--- config.mk ---
export PLATFORM = sky130hd
export DESIGN_NAME = lsq_top
export DESIGN_NICKNAME = d
export VERILOG_FILES = /design/src/lsq_pkg.sv /design/src/lsq_addr_queue.sv /design/src/lsq_entry_table.sv /design/src/lsq_issue_select.sv /design/src/lsq_top.sv
export SDC_FILE = /design/constraint.sdc
export NUM_CORES = 2
export LEC_CHECK = 0
export BUFFER_PORTS_ARGS = -buffer_cell sky130_fd_sc_hd__buf_2
export CORE_AREA = 3 3 421 423
export DETAILED_ROUTE_END_ITERATION = 8
export DIE_AREA = 0 0 424 426
export PLACE_DENSITY = 0.46
export SLEW_MARGIN = 20
export SYNTH_ARGS = -nofsm -noshare
export SYNTH_HDL_FRONTEND = slang
export SYNTH_HIERARCHICAL = 1
export SYNTH_SLANG_ARGS = --single-unit
--- constraint.sdc ---
create_clock -name clk -period 5.4 [get_ports clk]
set_clock_uncertainty 0.15 [all_clocks]
set_input_delay 1.08 -clock clk [delete_from_list [all_inputs] [get_ports clk]]
set_output_delay 1.08 -clock clk [all_outputs]
set_load 0.05 [all_outputs]
--- src/lsq_pkg.sv ---
`default_nettype none

package lsq_pkg;

	localparam int DATA_W = 32;
	localparam int ADDR_W = 32;
	localparam int TAG_W = 4; // tag zero means the value is present
	localparam int IMM_W = 12;
	localparam int SLOT_W = 3;
	localparam int MAX_SLOTS = 1 << SLOT_W;

	typedef struct packed {
		logic [TAG_W-1:0] tag;
		logic [DATA_W-1:0] value;
	} operand_t;

	typedef struct packed {
		logic [TAG_W-1:0] tag; // tag of the memory operation itself
		logic is_store;
		operand_t base;
		operand_t data; // only meaningful for stores
		logic [IMM_W-1:0] imm;
	} iq_req_t;

	typedef struct packed {
		logic valid;
		logic [TAG_W-1:0] tag;
		logic [DATA_W-1:0] data;
	} cdb_t;

	typedef struct packed {
		logic [SLOT_W-1:0] slot;
		logic is_store;
		logic [IMM_W-1:0] imm;
		operand_t base;
	} aq_entry_t;

	typedef struct packed {
		logic valid;
		logic is_store;
		logic [SLOT_W-1:0] slot;
		logic [ADDR_W-1:0] addr;
	} addr_wb_t;

	typedef struct packed {
		logic [TAG_W-1:0] tag;
		logic is_store;
		logic [ADDR_W-1:0] addr;
		logic [DATA_W-1:0] wdata;
	} mem_req_t;

	// operand picks up the broadcast value when its producer tag is on the bus
	function automatic operand_t wake(input operand_t op, input cdb_t cdb);
		operand_t res;
		res = op;
		if (cdb.valid && cdb.tag == op.tag) begin
			res.tag = '0;
			res.value = cdb.data;
		end
		return res;
	endfunction

endpackage

`default_nettype wire

--- src/lsq_addr_queue.sv ---
`timescale 1ns/1ps
`default_nettype none

module lsq_addr_queue #(
	parameter int AQ_DEPTH = 8
) (
	input  logic clk,
	input  logic rst_n,
	input  logic i_push,
	input  lsq_pkg::aq_entry_t i_push_entry,
	output logic o_aq_ready,
	input  lsq_pkg::cdb_t i_cdb,
	output lsq_pkg::addr_wb_t o_addr_wb
);
	import lsq_pkg::*;

	localparam int PTR_W = $clog2(AQ_DEPTH);
	localparam int CNT_W = $clog2(AQ_DEPTH + 1);

	aq_entry_t aq_mem [AQ_DEPTH];
	aq_entry_t push_w;
	aq_entry_t head_e;
	logic [PTR_W-1:0] head;
	logic [PTR_W-1:0] tail;
	logic [CNT_W-1:0] count;
	logic [ADDR_W-1:0] imm_ext;
	logic pop;

	function automatic logic [PTR_W-1:0] ptr_inc(input logic [PTR_W-1:0] p);
		return (p == PTR_W'(AQ_DEPTH - 1)) ? '0 : p + 1'b1;
	endfunction

	always_comb begin
		push_w = i_push_entry;
		push_w.base = wake(i_push_entry.base, i_cdb); // producer may finish in the push cycle
		head_e = aq_mem[head];
		imm_ext = {{(ADDR_W - IMM_W){head_e.imm[IMM_W-1]}}, head_e.imm};
		pop = (count != '0) && (head_e.base.tag == '0); // oldest base ready
		o_aq_ready = (count != CNT_W'(AQ_DEPTH));
	end

	always_ff @(posedge clk or negedge rst_n) begin
		if (!rst_n) begin
			head <= '0;
			tail <= '0;
			count <= '0;
		end else begin
			if (i_push)
				tail <= ptr_inc(tail);
			if (pop)
				head <= ptr_inc(head);
			count <= count + CNT_W'(i_push) - CNT_W'(pop);
		end
	end

	// stale entries also watch the bus, they get overwritten on push anyway
	always_ff @(posedge clk) begin
		for (int i = 0; i < AQ_DEPTH; i++) begin
			if (i_push && tail == PTR_W'(i))
				aq_mem[i] <= push_w;
			else
				aq_mem[i].base <= wake(aq_mem[i].base, i_cdb);
		end
	end

	// address goes out registered, one pulse per popped entry
	always_ff @(posedge clk or negedge rst_n) begin
		if (!rst_n) begin
			o_addr_wb <= '0;
		end else begin
			o_addr_wb.valid <= pop;
			if (pop) begin
				o_addr_wb.is_store <= head_e.is_store;
				o_addr_wb.slot <= head_e.slot;
				o_addr_wb.addr <= ADDR_W'(head_e.base.value) + imm_ext;
			end
		end
	end

	no_push_when_full: assert property (
		@(posedge clk) disable iff (!rst_n)
		i_push |-> (count != CNT_W'(AQ_DEPTH))
	) else $error("address queue pushed while full");

endmodule

`default_nettype wire

--- src/lsq_entry_table.sv ---
`timescale 1ns/1ps
`default_nettype none

module lsq_entry_table #(
	parameter int NUM_LOAD = 4,
	parameter int NUM_STORE = 4
) (
	input  logic clk,
	input  logic rst_n,
	input  logic i_iq_valid,
	output logic o_iq_ready,
	input  lsq_pkg::iq_req_t i_iq_req,
	output logic o_push,
	output lsq_pkg::aq_entry_t o_push_entry,
	input  logic i_aq_ready,
	input  lsq_pkg::cdb_t i_cdb,
	input  lsq_pkg::addr_wb_t i_addr_wb,
	output logic [NUM_LOAD-1:0] o_load_ready,
	output logic [NUM_STORE-1:0] o_store_ready,
	output lsq_pkg::mem_req_t [NUM_LOAD-1:0] o_load_req,
	output lsq_pkg::mem_req_t [NUM_STORE-1:0] o_store_req,
	input  logic [NUM_LOAD-1:0] i_load_issue,
	input  logic [NUM_STORE-1:0] i_store_issue
);
	import lsq_pkg::*;

	logic [NUM_LOAD-1:0] ld_valid;
	logic [NUM_LOAD-1:0] ld_addr_valid;
	logic [TAG_W-1:0] ld_tag [NUM_LOAD];
	logic [ADDR_W-1:0] ld_addr [NUM_LOAD];
	logic [NUM_STORE-1:0] ld_st_dep [NUM_LOAD]; // older stores, same address

	logic [NUM_STORE-1:0] st_valid;
	logic [NUM_STORE-1:0] st_addr_valid;
	logic [TAG_W-1:0] st_tag [NUM_STORE];
	logic [ADDR_W-1:0] st_addr [NUM_STORE];
	operand_t st_data [NUM_STORE];
	logic [NUM_LOAD-1:0] st_ld_dep [NUM_STORE];
	logic [NUM_STORE-1:0] st_st_dep [NUM_STORE];

	logic [NUM_LOAD-1:0] ld_free, ld_alloc, ld_wb, ld_match;
	logic [NUM_STORE-1:0] st_free, st_alloc, st_wb, st_match;
	logic [SLOT_W:0] ld_pick; // {found, index}
	logic [SLOT_W:0] st_pick;
	logic accept;

	function automatic logic [SLOT_W:0] first_set(input logic [MAX_SLOTS-1:0] vec);
		logic [SLOT_W:0] res;
		res = '0;
		for (int k = MAX_SLOTS - 1; k >= 0; k--) begin
			if (vec[k])
				res = {1'b1, SLOT_W'(k)};
		end
		return res;
	endfunction

	// allocation of the lowest free slot of the requested kind
	always_comb begin
		ld_free = ~ld_valid;
		st_free = ~st_valid;
		ld_pick = first_set(MAX_SLOTS'(ld_free));
		st_pick = first_set(MAX_SLOTS'(st_free));
		o_iq_ready = i_aq_ready & (i_iq_req.is_store ? st_pick[SLOT_W] : ld_pick[SLOT_W]);
		accept = i_iq_valid & o_iq_ready;
		o_push = accept;
		o_push_entry.slot = i_iq_req.is_store ? st_pick[SLOT_W-1:0] : ld_pick[SLOT_W-1:0];
		o_push_entry.is_store = i_iq_req.is_store;
		o_push_entry.imm = i_iq_req.imm;
		o_push_entry.base = i_iq_req.base;
		for (int i = 0; i < NUM_LOAD; i++)
			ld_alloc[i] = accept & !i_iq_req.is_store & (ld_pick[SLOT_W-1:0] == SLOT_W'(i));
		for (int i = 0; i < NUM_STORE; i++)
			st_alloc[i] = accept & i_iq_req.is_store & (st_pick[SLOT_W-1:0] == SLOT_W'(i));
	end

	// entries with a valid address are all older, the queue is in order
	always_comb begin
		for (int i = 0; i < NUM_LOAD; i++) begin
			ld_wb[i] = i_addr_wb.valid & !i_addr_wb.is_store & (i_addr_wb.slot == SLOT_W'(i));
			ld_match[i] = ld_addr_valid[i] & !i_load_issue[i] & (ld_addr[i] == i_addr_wb.addr);
		end
		for (int i = 0; i < NUM_STORE; i++) begin
			st_wb[i] = i_addr_wb.valid & i_addr_wb.is_store & (i_addr_wb.slot == SLOT_W'(i));
			st_match[i] = st_addr_valid[i] & !i_store_issue[i] & (st_addr[i] == i_addr_wb.addr);
		end
	end

	always_comb begin
		for (int i = 0; i < NUM_LOAD; i++) begin
			o_load_ready[i] = ld_valid[i] & ld_addr_valid[i] & (ld_st_dep[i] == '0);
			o_load_req[i].tag = ld_tag[i];
			o_load_req[i].is_store = 1'b0;
			o_load_req[i].addr = ld_addr[i];
			o_load_req[i].wdata = '0;
		end
		for (int i = 0; i < NUM_STORE; i++) begin
			o_store_ready[i] = st_valid[i] & st_addr_valid[i] & (st_ld_dep[i] == '0)
				& (st_st_dep[i] == '0) & (st_data[i].tag == '0);
			o_store_req[i].tag = st_tag[i];
			o_store_req[i].is_store = 1'b1;
			o_store_req[i].addr = st_addr[i];
			o_store_req[i].wdata = st_data[i].value;
		end
	end

	always_ff @(posedge clk or negedge rst_n) begin
		if (!rst_n) begin
			ld_valid <= '0;
			ld_addr_valid <= '0;
			st_valid <= '0;
			st_addr_valid <= '0;
			for (int i = 0; i < NUM_LOAD; i++)
				ld_st_dep[i] <= '0;
			for (int i = 0; i < NUM_STORE; i++) begin
				st_ld_dep[i] <= '0;
				st_st_dep[i] <= '0;
			end
		end else begin
			for (int i = 0; i < NUM_LOAD; i++) begin
				if (ld_alloc[i])
					ld_valid[i] <= 1'b1;
				else if (i_load_issue[i])
					ld_valid[i] <= 1'b0;
				if (ld_wb[i])
					ld_addr_valid[i] <= 1'b1;
				else if (i_load_issue[i])
					ld_addr_valid[i] <= 1'b0;
				ld_st_dep[i] <= ld_wb[i] ? st_match : (ld_st_dep[i] & ~i_store_issue);
			end
			for (int i = 0; i < NUM_STORE; i++) begin
				if (st_alloc[i])
					st_valid[i] <= 1'b1;
				else if (i_store_issue[i])
					st_valid[i] <= 1'b0;
				if (st_wb[i])
					st_addr_valid[i] <= 1'b1;
				else if (i_store_issue[i])
					st_addr_valid[i] <= 1'b0;
				st_ld_dep[i] <= st_wb[i] ? ld_match : (st_ld_dep[i] & ~i_load_issue);
				st_st_dep[i] <= st_wb[i] ? st_match : (st_st_dep[i] & ~i_store_issue);
			end
		end
	end

	always_ff @(posedge clk) begin
		for (int i = 0; i < NUM_LOAD; i++) begin
			if (ld_alloc[i])
				ld_tag[i] <= i_iq_req.tag;
			if (ld_wb[i])
				ld_addr[i] <= i_addr_wb.addr;
		end
		for (int i = 0; i < NUM_STORE; i++) begin
			if (st_alloc[i]) begin
				st_tag[i] <= i_iq_req.tag;
				st_data[i] <= wake(i_iq_req.data, i_cdb);
			end else begin
				st_data[i] <= wake(st_data[i], i_cdb); // store data wakeup
			end
			if (st_wb[i])
				st_addr[i] <= i_addr_wb.addr;
		end
	end

	wb_targets_live_slot: assert property (
		@(posedge clk) disable iff (!rst_n)
		i_addr_wb.valid |-> ((|(ld_wb & ld_valid & ~ld_addr_valid))
			|| (|(st_wb & st_valid & ~st_addr_valid)))
	) else $error("address write-back to a slot that is not waiting for one");

endmodule

`default_nettype wire

--- src/lsq_issue_select.sv ---
`timescale 1ns/1ps
`default_nettype none

module lsq_issue_select #(
	parameter int NUM_LOAD = 4,
	parameter int NUM_STORE = 4
) (
	input  logic clk,
	input  logic rst_n,
	input  logic [NUM_LOAD-1:0] i_load_ready,
	input  logic [NUM_STORE-1:0] i_store_ready,
	input  lsq_pkg::mem_req_t [NUM_LOAD-1:0] i_load_req,
	input  lsq_pkg::mem_req_t [NUM_STORE-1:0] i_store_req,
	output logic o_mu_valid,
	input  logic i_mu_ready,
	output lsq_pkg::mem_req_t o_mu_req,
	output logic [NUM_LOAD-1:0] o_load_issue,
	output logic [NUM_STORE-1:0] o_store_issue
);
	import lsq_pkg::*;

	logic [SLOT_W-1:0] ld_ptr;
	logic [SLOT_W-1:0] st_ptr;
	logic [MAX_SLOTS-1:0] ld_rdy_w;
	logic [MAX_SLOTS-1:0] st_rdy_w;
	logic [SLOT_W:0] ld_pick; // {found, index}
	logic [SLOT_W:0] st_pick;
	logic ld_go;
	logic st_go;

	// first ready candidate at or after the pointer, wrapping at n
	function automatic logic [SLOT_W:0] rr_pick(input logic [MAX_SLOTS-1:0] rdy,
			input logic [SLOT_W-1:0] ptr, input int n);
		logic found;
		logic [SLOT_W-1:0] idx;
		int j;
		found = 1'b0;
		idx = '0;
		for (int k = 0; k < MAX_SLOTS; k++) begin
			if (k < n) begin
				j = int'(ptr) + k;
				if (j >= n)
					j = j - n;
				if (!found && rdy[j]) begin
					found = 1'b1;
					idx = SLOT_W'(j);
				end
			end
		end
		return {found, idx};
	endfunction

	function automatic logic [SLOT_W-1:0] ptr_next(input logic [SLOT_W-1:0] p, input int n);
		return (p == SLOT_W'(n - 1)) ? '0 : p + 1'b1;
	endfunction

	always_comb begin
		ld_rdy_w = MAX_SLOTS'(i_load_ready);
		st_rdy_w = MAX_SLOTS'(i_store_ready);
		ld_pick = rr_pick(ld_rdy_w, ld_ptr, NUM_LOAD);
		st_pick = rr_pick(st_rdy_w, st_ptr, NUM_STORE);
		o_mu_valid = ld_pick[SLOT_W] | st_pick[SLOT_W];
		ld_go = ld_pick[SLOT_W] & i_mu_ready; // loads win over stores
		st_go = !ld_pick[SLOT_W] & st_pick[SLOT_W] & i_mu_ready;
		if (ld_pick[SLOT_W])
			o_mu_req = i_load_req[ld_pick[SLOT_W-1:0]];
		else
			o_mu_req = i_store_req[st_pick[SLOT_W-1:0]];
		o_load_issue = ld_go ? (NUM_LOAD'(1) << ld_pick[SLOT_W-1:0]) : '0;
		o_store_issue = st_go ? (NUM_STORE'(1) << st_pick[SLOT_W-1:0]) : '0;
	end

	always_ff @(posedge clk or negedge rst_n) begin
		if (!rst_n) begin
			ld_ptr <= '0;
			st_ptr <= '0;
		end else begin
			if (ld_go)
				ld_ptr <= ptr_next(ld_pick[SLOT_W-1:0], NUM_LOAD);
			if (st_go)
				st_ptr <= ptr_next(st_pick[SLOT_W-1:0], NUM_STORE);
		end
	end

	issue_matches_kind: assert property (
		@(posedge clk) disable iff (!rst_n)
		((|o_load_issue) || (|o_store_issue))
			|-> (o_mu_req.is_store == (|o_store_issue))
	) else $error("issued request kind differs from the issued slot kind");

endmodule

`default_nettype wire

--- src/lsq_top.sv ---
`timescale 1ns/1ps
`default_nettype none

module lsq_top #(
	parameter int NUM_LOAD = 4,
	parameter int NUM_STORE = 4,
	parameter int AQ_DEPTH = 8
) (
	input  logic clk,
	input  logic rst_n,
	input  logic i_iq_valid,
	output logic o_iq_ready,
	input  lsq_pkg::iq_req_t i_iq_req,
	input  lsq_pkg::cdb_t i_cdb,
	output logic o_mu_valid,
	input  logic i_mu_ready,
	output lsq_pkg::mem_req_t o_mu_req
);
	import lsq_pkg::*;

	logic push;
	aq_entry_t push_entry;
	logic aq_ready;
	addr_wb_t addr_wb; // queue to table, one clock after pop decision
	logic [NUM_LOAD-1:0] load_ready;
	logic [NUM_LOAD-1:0] load_issue;
	logic [NUM_STORE-1:0] store_ready;
	logic [NUM_STORE-1:0] store_issue;
	mem_req_t [NUM_LOAD-1:0] load_req;
	mem_req_t [NUM_STORE-1:0] store_req;

	lsq_entry_table #(
		.NUM_LOAD(NUM_LOAD),
		.NUM_STORE(NUM_STORE)
	) u_table (
		.clk(clk),
		.rst_n(rst_n),
		.i_iq_valid(i_iq_valid),
		.o_iq_ready(o_iq_ready),
		.i_iq_req(i_iq_req),
		.o_push(push),
		.o_push_entry(push_entry),
		.i_aq_ready(aq_ready),
		.i_cdb(i_cdb),
		.i_addr_wb(addr_wb),
		.o_load_ready(load_ready),
		.o_store_ready(store_ready),
		.o_load_req(load_req),
		.o_store_req(store_req),
		.i_load_issue(load_issue),
		.i_store_issue(store_issue)
	);

	lsq_addr_queue #(
		.AQ_DEPTH(AQ_DEPTH)
	) u_addr_queue (
		.clk(clk),
		.rst_n(rst_n),
		.i_push(push),
		.i_push_entry(push_entry),
		.o_aq_ready(aq_ready),
		.i_cdb(i_cdb),
		.o_addr_wb(addr_wb)
	);

	lsq_issue_select #(
		.NUM_LOAD(NUM_LOAD),
		.NUM_STORE(NUM_STORE)
	) u_select (
		.clk(clk),
		.rst_n(rst_n),
		.i_load_ready(load_ready),
		.i_store_ready(store_ready),
		.i_load_req(load_req),
		.i_store_req(store_req),
		.o_mu_valid(o_mu_valid),
		.i_mu_ready(i_mu_ready),
		.o_mu_req(o_mu_req),
		.o_load_issue(load_issue),
		.o_store_issue(store_issue)
	);

endmodule

`default_nettype wire

==> metrics.md <==
| Metric | Value |
|---|---|
| # IOs | 201 |
| Leak Pwr | 0.02281 uW |
| Top cells by area, synth | edfxtp_1, mux2_2, dfrtp_1, xnor2_1, buf_4 |
| Max H-tree Level | 3 |
| Drt wl/cell | 26.97 um |
| Post-synth top area cell | edfxtp_1 |
| Pwr dens | 731.1 nW/um2 |
| Final slew viol count | 0 |
| Clk slew on worst S/H paths | 60 ps |
| RSZ-0062 raised after global routing | yes |
| Layout Utilization | 37.16% |
| Layout cells sized above 1 | 31.81% |
| Final setup viols | 57 |
| Top-count cell post-synth | edfxtp_1 |
| DIE HEIGHT | 426 um |
| Floorplan core area | 173800 um2 |
| Period minus WS final | 5596 ps |
| RD Place Congestion | 0.8622 |
| Crit Path Class | reg -> out |
| Synth Cell Area | 53760 um2 |
| Required @ worst endpoint | 4170 ps |
| Setup TNS | -4201 ps |
| Initial Util | 30.93% |
| Relative slew slack | 33.36% |
| Post-synth top cells | edfxtp_1, mux2_2, buf_4 |
| Post-synth top flop | edfxtp_1 |
| Syn Inst Count | 4277 |
| Mux contribution to synthesized area | 16.38% |
| CTS root buffer | clkbuf_16 |
| DRT iter0 DRCs | 2860 |
| Post-synth ARST share | 12.12% |
| Pin count of the biggest net entering global routing | 88 |
| Overall power | 47230 uW |
| Max Buffers Root-to-Sink | 3 |
| Total wire length | 185300 um |
| Nets@finish | 4609 |
| DRC | 0 |
| Worst Path Max Fanout | 6 |
| Maximum vdd drop | 661.3 uV |
| Final Instance Area | 64600 um2 |
| Fin crit share | 103.6% |
| Hold Vio Cnt, Final | 0 |
| Synth Area in Adders | 1.215% |
| Fmax achieved | 178.7 MHz |
| Final hold slack | 271.8 ps |
| Worst-skew pair later-pin latency | 730 ps |
| Antenna violations before repair | 53 |
| DR vias/cell | 5.179 |
| Via count | 35580 |
| Complex-gate fraction of the synthesized area | 7.371% |
| Synth cell types | 92 |
| Area after DPL | 57730 um2 |
| Post-synthesis simple-gate area fraction | 9.298% |
| YS warnings | 6 |
| Global-route wire length before repair | 263600 um |
| PortBufs | 200 |
| Number of nets still failing antenna checks after routing | 0 |
| GRT Resource Usage Total | 19.95% |
| DIE WIDTH | 424 um |
| Status | finished with violations |
| Seq/Total Area, Yosys | 52.81% |
| Worst setup margin | -196.2 ps |
| Vias in the first global route | 35440 |
| Crit path capture type | primary output |
| Top-area cell type share of the netlist area | 47.37% |
| Hold crit path type | in -> async |
| #FFs+latches synth | 965 |
| Area delta synth->final | 20.16% |
| CTS buffer count | 114 |
| Failing checks | setup timing |
| Clock Sinks | 965 |
| Post-synth EDFFs | 848 |
| Slew @ Worst Pin | 990.4 ps |
| Xor/xnor share of the synthesized area | 5.523% |
| CP startpoint kind | register |
| Synthesized area per cell | 12.57 um2 |
| Rows | 153 |
| DP HPWL | 119900 um |
| GR Overflow Total | 0 |
| CTS tree | built |
| Largest family of logic cells by synthesized area | multiplexers |
| Die Area | 180600 um2 |
| Max-cap viol count | 0 |
| CP arrival | 4370 ps |
| TritonRoute pass-1 iters | 6 |
[cells by family (layout without fill, tap and decap cells)]
logic type                 after synthesis  in the layout
adders and majority gates               51             51
DFF                                    965            965
buffers and inverters                  653            768
and+or+nand+nor                        973            973
muxes                                  688            688
AOI/OAI and AO/OA                      606            606
other                                    2            155
xor gates and xnor gates               339            339
[worst max-delay path, cell delays in order (launching register included)]
cell and delay (ps):
dfrtp_1 380, or4_4 560, nor4_4 210, buf_4 180
mux4_2 310, nand2_4 80, a21oi_4 170, o2bb2ai_4 80
buf_6 120, buf_12 140, buf_12 130, buf_12 130
buf_6 110, mux2i_1 110, buf_4 170, a22o_4 230
a311oi_4 330, buf_12 180
[power by group]
part	switching, uW	internal, uW
clock	3270	4550
combinational	16900	12300
sequential	779	9410
total	21000	26200
[layout by cell type (no fill, tap or decap), types with 110 or more instances in the layout]
cell type,count
nand2_1,285
xnor2_1,283
mux2i_1,134
dfrtp_1,110
nor2_1,111
buf_2,131
o21ai_0,144
mux2_2,400
edfxtp_1,848
conb_1,137
clkbuf_16,121
buf_4,196
nand3_1,190
a21oi_1,201
[metal layers]
metal | vias up | part of all wire (%) | track usage, % | wire length [um]
li1 | 16030 | - | - | -
met1 | 18150 | 44 | 27.28 | 81290
met2 | 1067 | 48 | 32.74 | 88250
met3 | 296 | 5.5 | 3.039 | 10250
met4 | 36 | 2.8 | 5.687 | 5221
met5 | - | 0.14 | 0 | 260
[path summary, 6_finish.rpt]
kind	from	end	slack, ps	cells after the start
worst max register to register	u_addr_queue/head[0]$_DFFE_PN0P_	u_addr_queue/o_addr_wb[30]$_DFFE_PN0P_	660	11
min in group clk	u_addr_queue/o_addr_wb[2]$_DFFE_PN0P_	u_table/st_addr[0][2]$_DFFE_PP_	330	0
max in group asynchronous	rst_n	u_addr_queue/o_addr_wb[13]$_DFFE_PN0P_	3750	2
worst min register to register	u_addr_queue/o_addr_wb[2]$_DFFE_PN0P_	u_table/st_addr[0][2]$_DFFE_PP_	330	0
worst max-delay path	u_table/st_st_dep[2]$_DFF_PN0_	o_mu_req[42]	-200	17
worst min-delay path	rst_n	u_select/ld_ptr[1]$_DFFE_PN0P_	270	1
[sequential cells by signal, summed over array words and instances (netlist names), 16 cells and up]
name	cells
u_table/ld_tag	16
u_table/st_st_dep	16
u_table/ld_addr	128
u_table/st_addr	128
u_addr_queue/aq_mem	416
u_table/st_tag	16
u_table/st_data	144
u_addr_queue/o_addr_wb	37
u_table/ld_st_dep	16
u_table/st_ld_dep	16
[cell type report]
type                    instances  area, um2
fillers                     16900     109200
flip-flops and latches        965      28410
multi-input cells            2794      23970
repair buffers                493       5258
clock buffers                 143       3033
well taps                    2325       2909
clock inverters                72      749.5
inverters                      60      230.2
diodes                         18      45.04
[timing repair]
action / in CTS / in global routing
cloned: 15 / 6
gates resized for setup: 206 / 103
setup buffers: 62 / 25
hold buffers: 0 / 0
endpoints found under the setup margin: 69 / 69
pin swaps: 57 / 65
[metrics by stage]
step / cells / setup WS [ps]
2_1_floorplan: 4412 / -207.2
3_3_place_gp: 6534 / -94.80
3_5_place_dp: 6534 / -10.39
4_1_cts: 6824 / -260.1
5_1_grt: 6856 / -344.8
6_report: 6870 / -196.2
(Power assumes the default switching activity.)
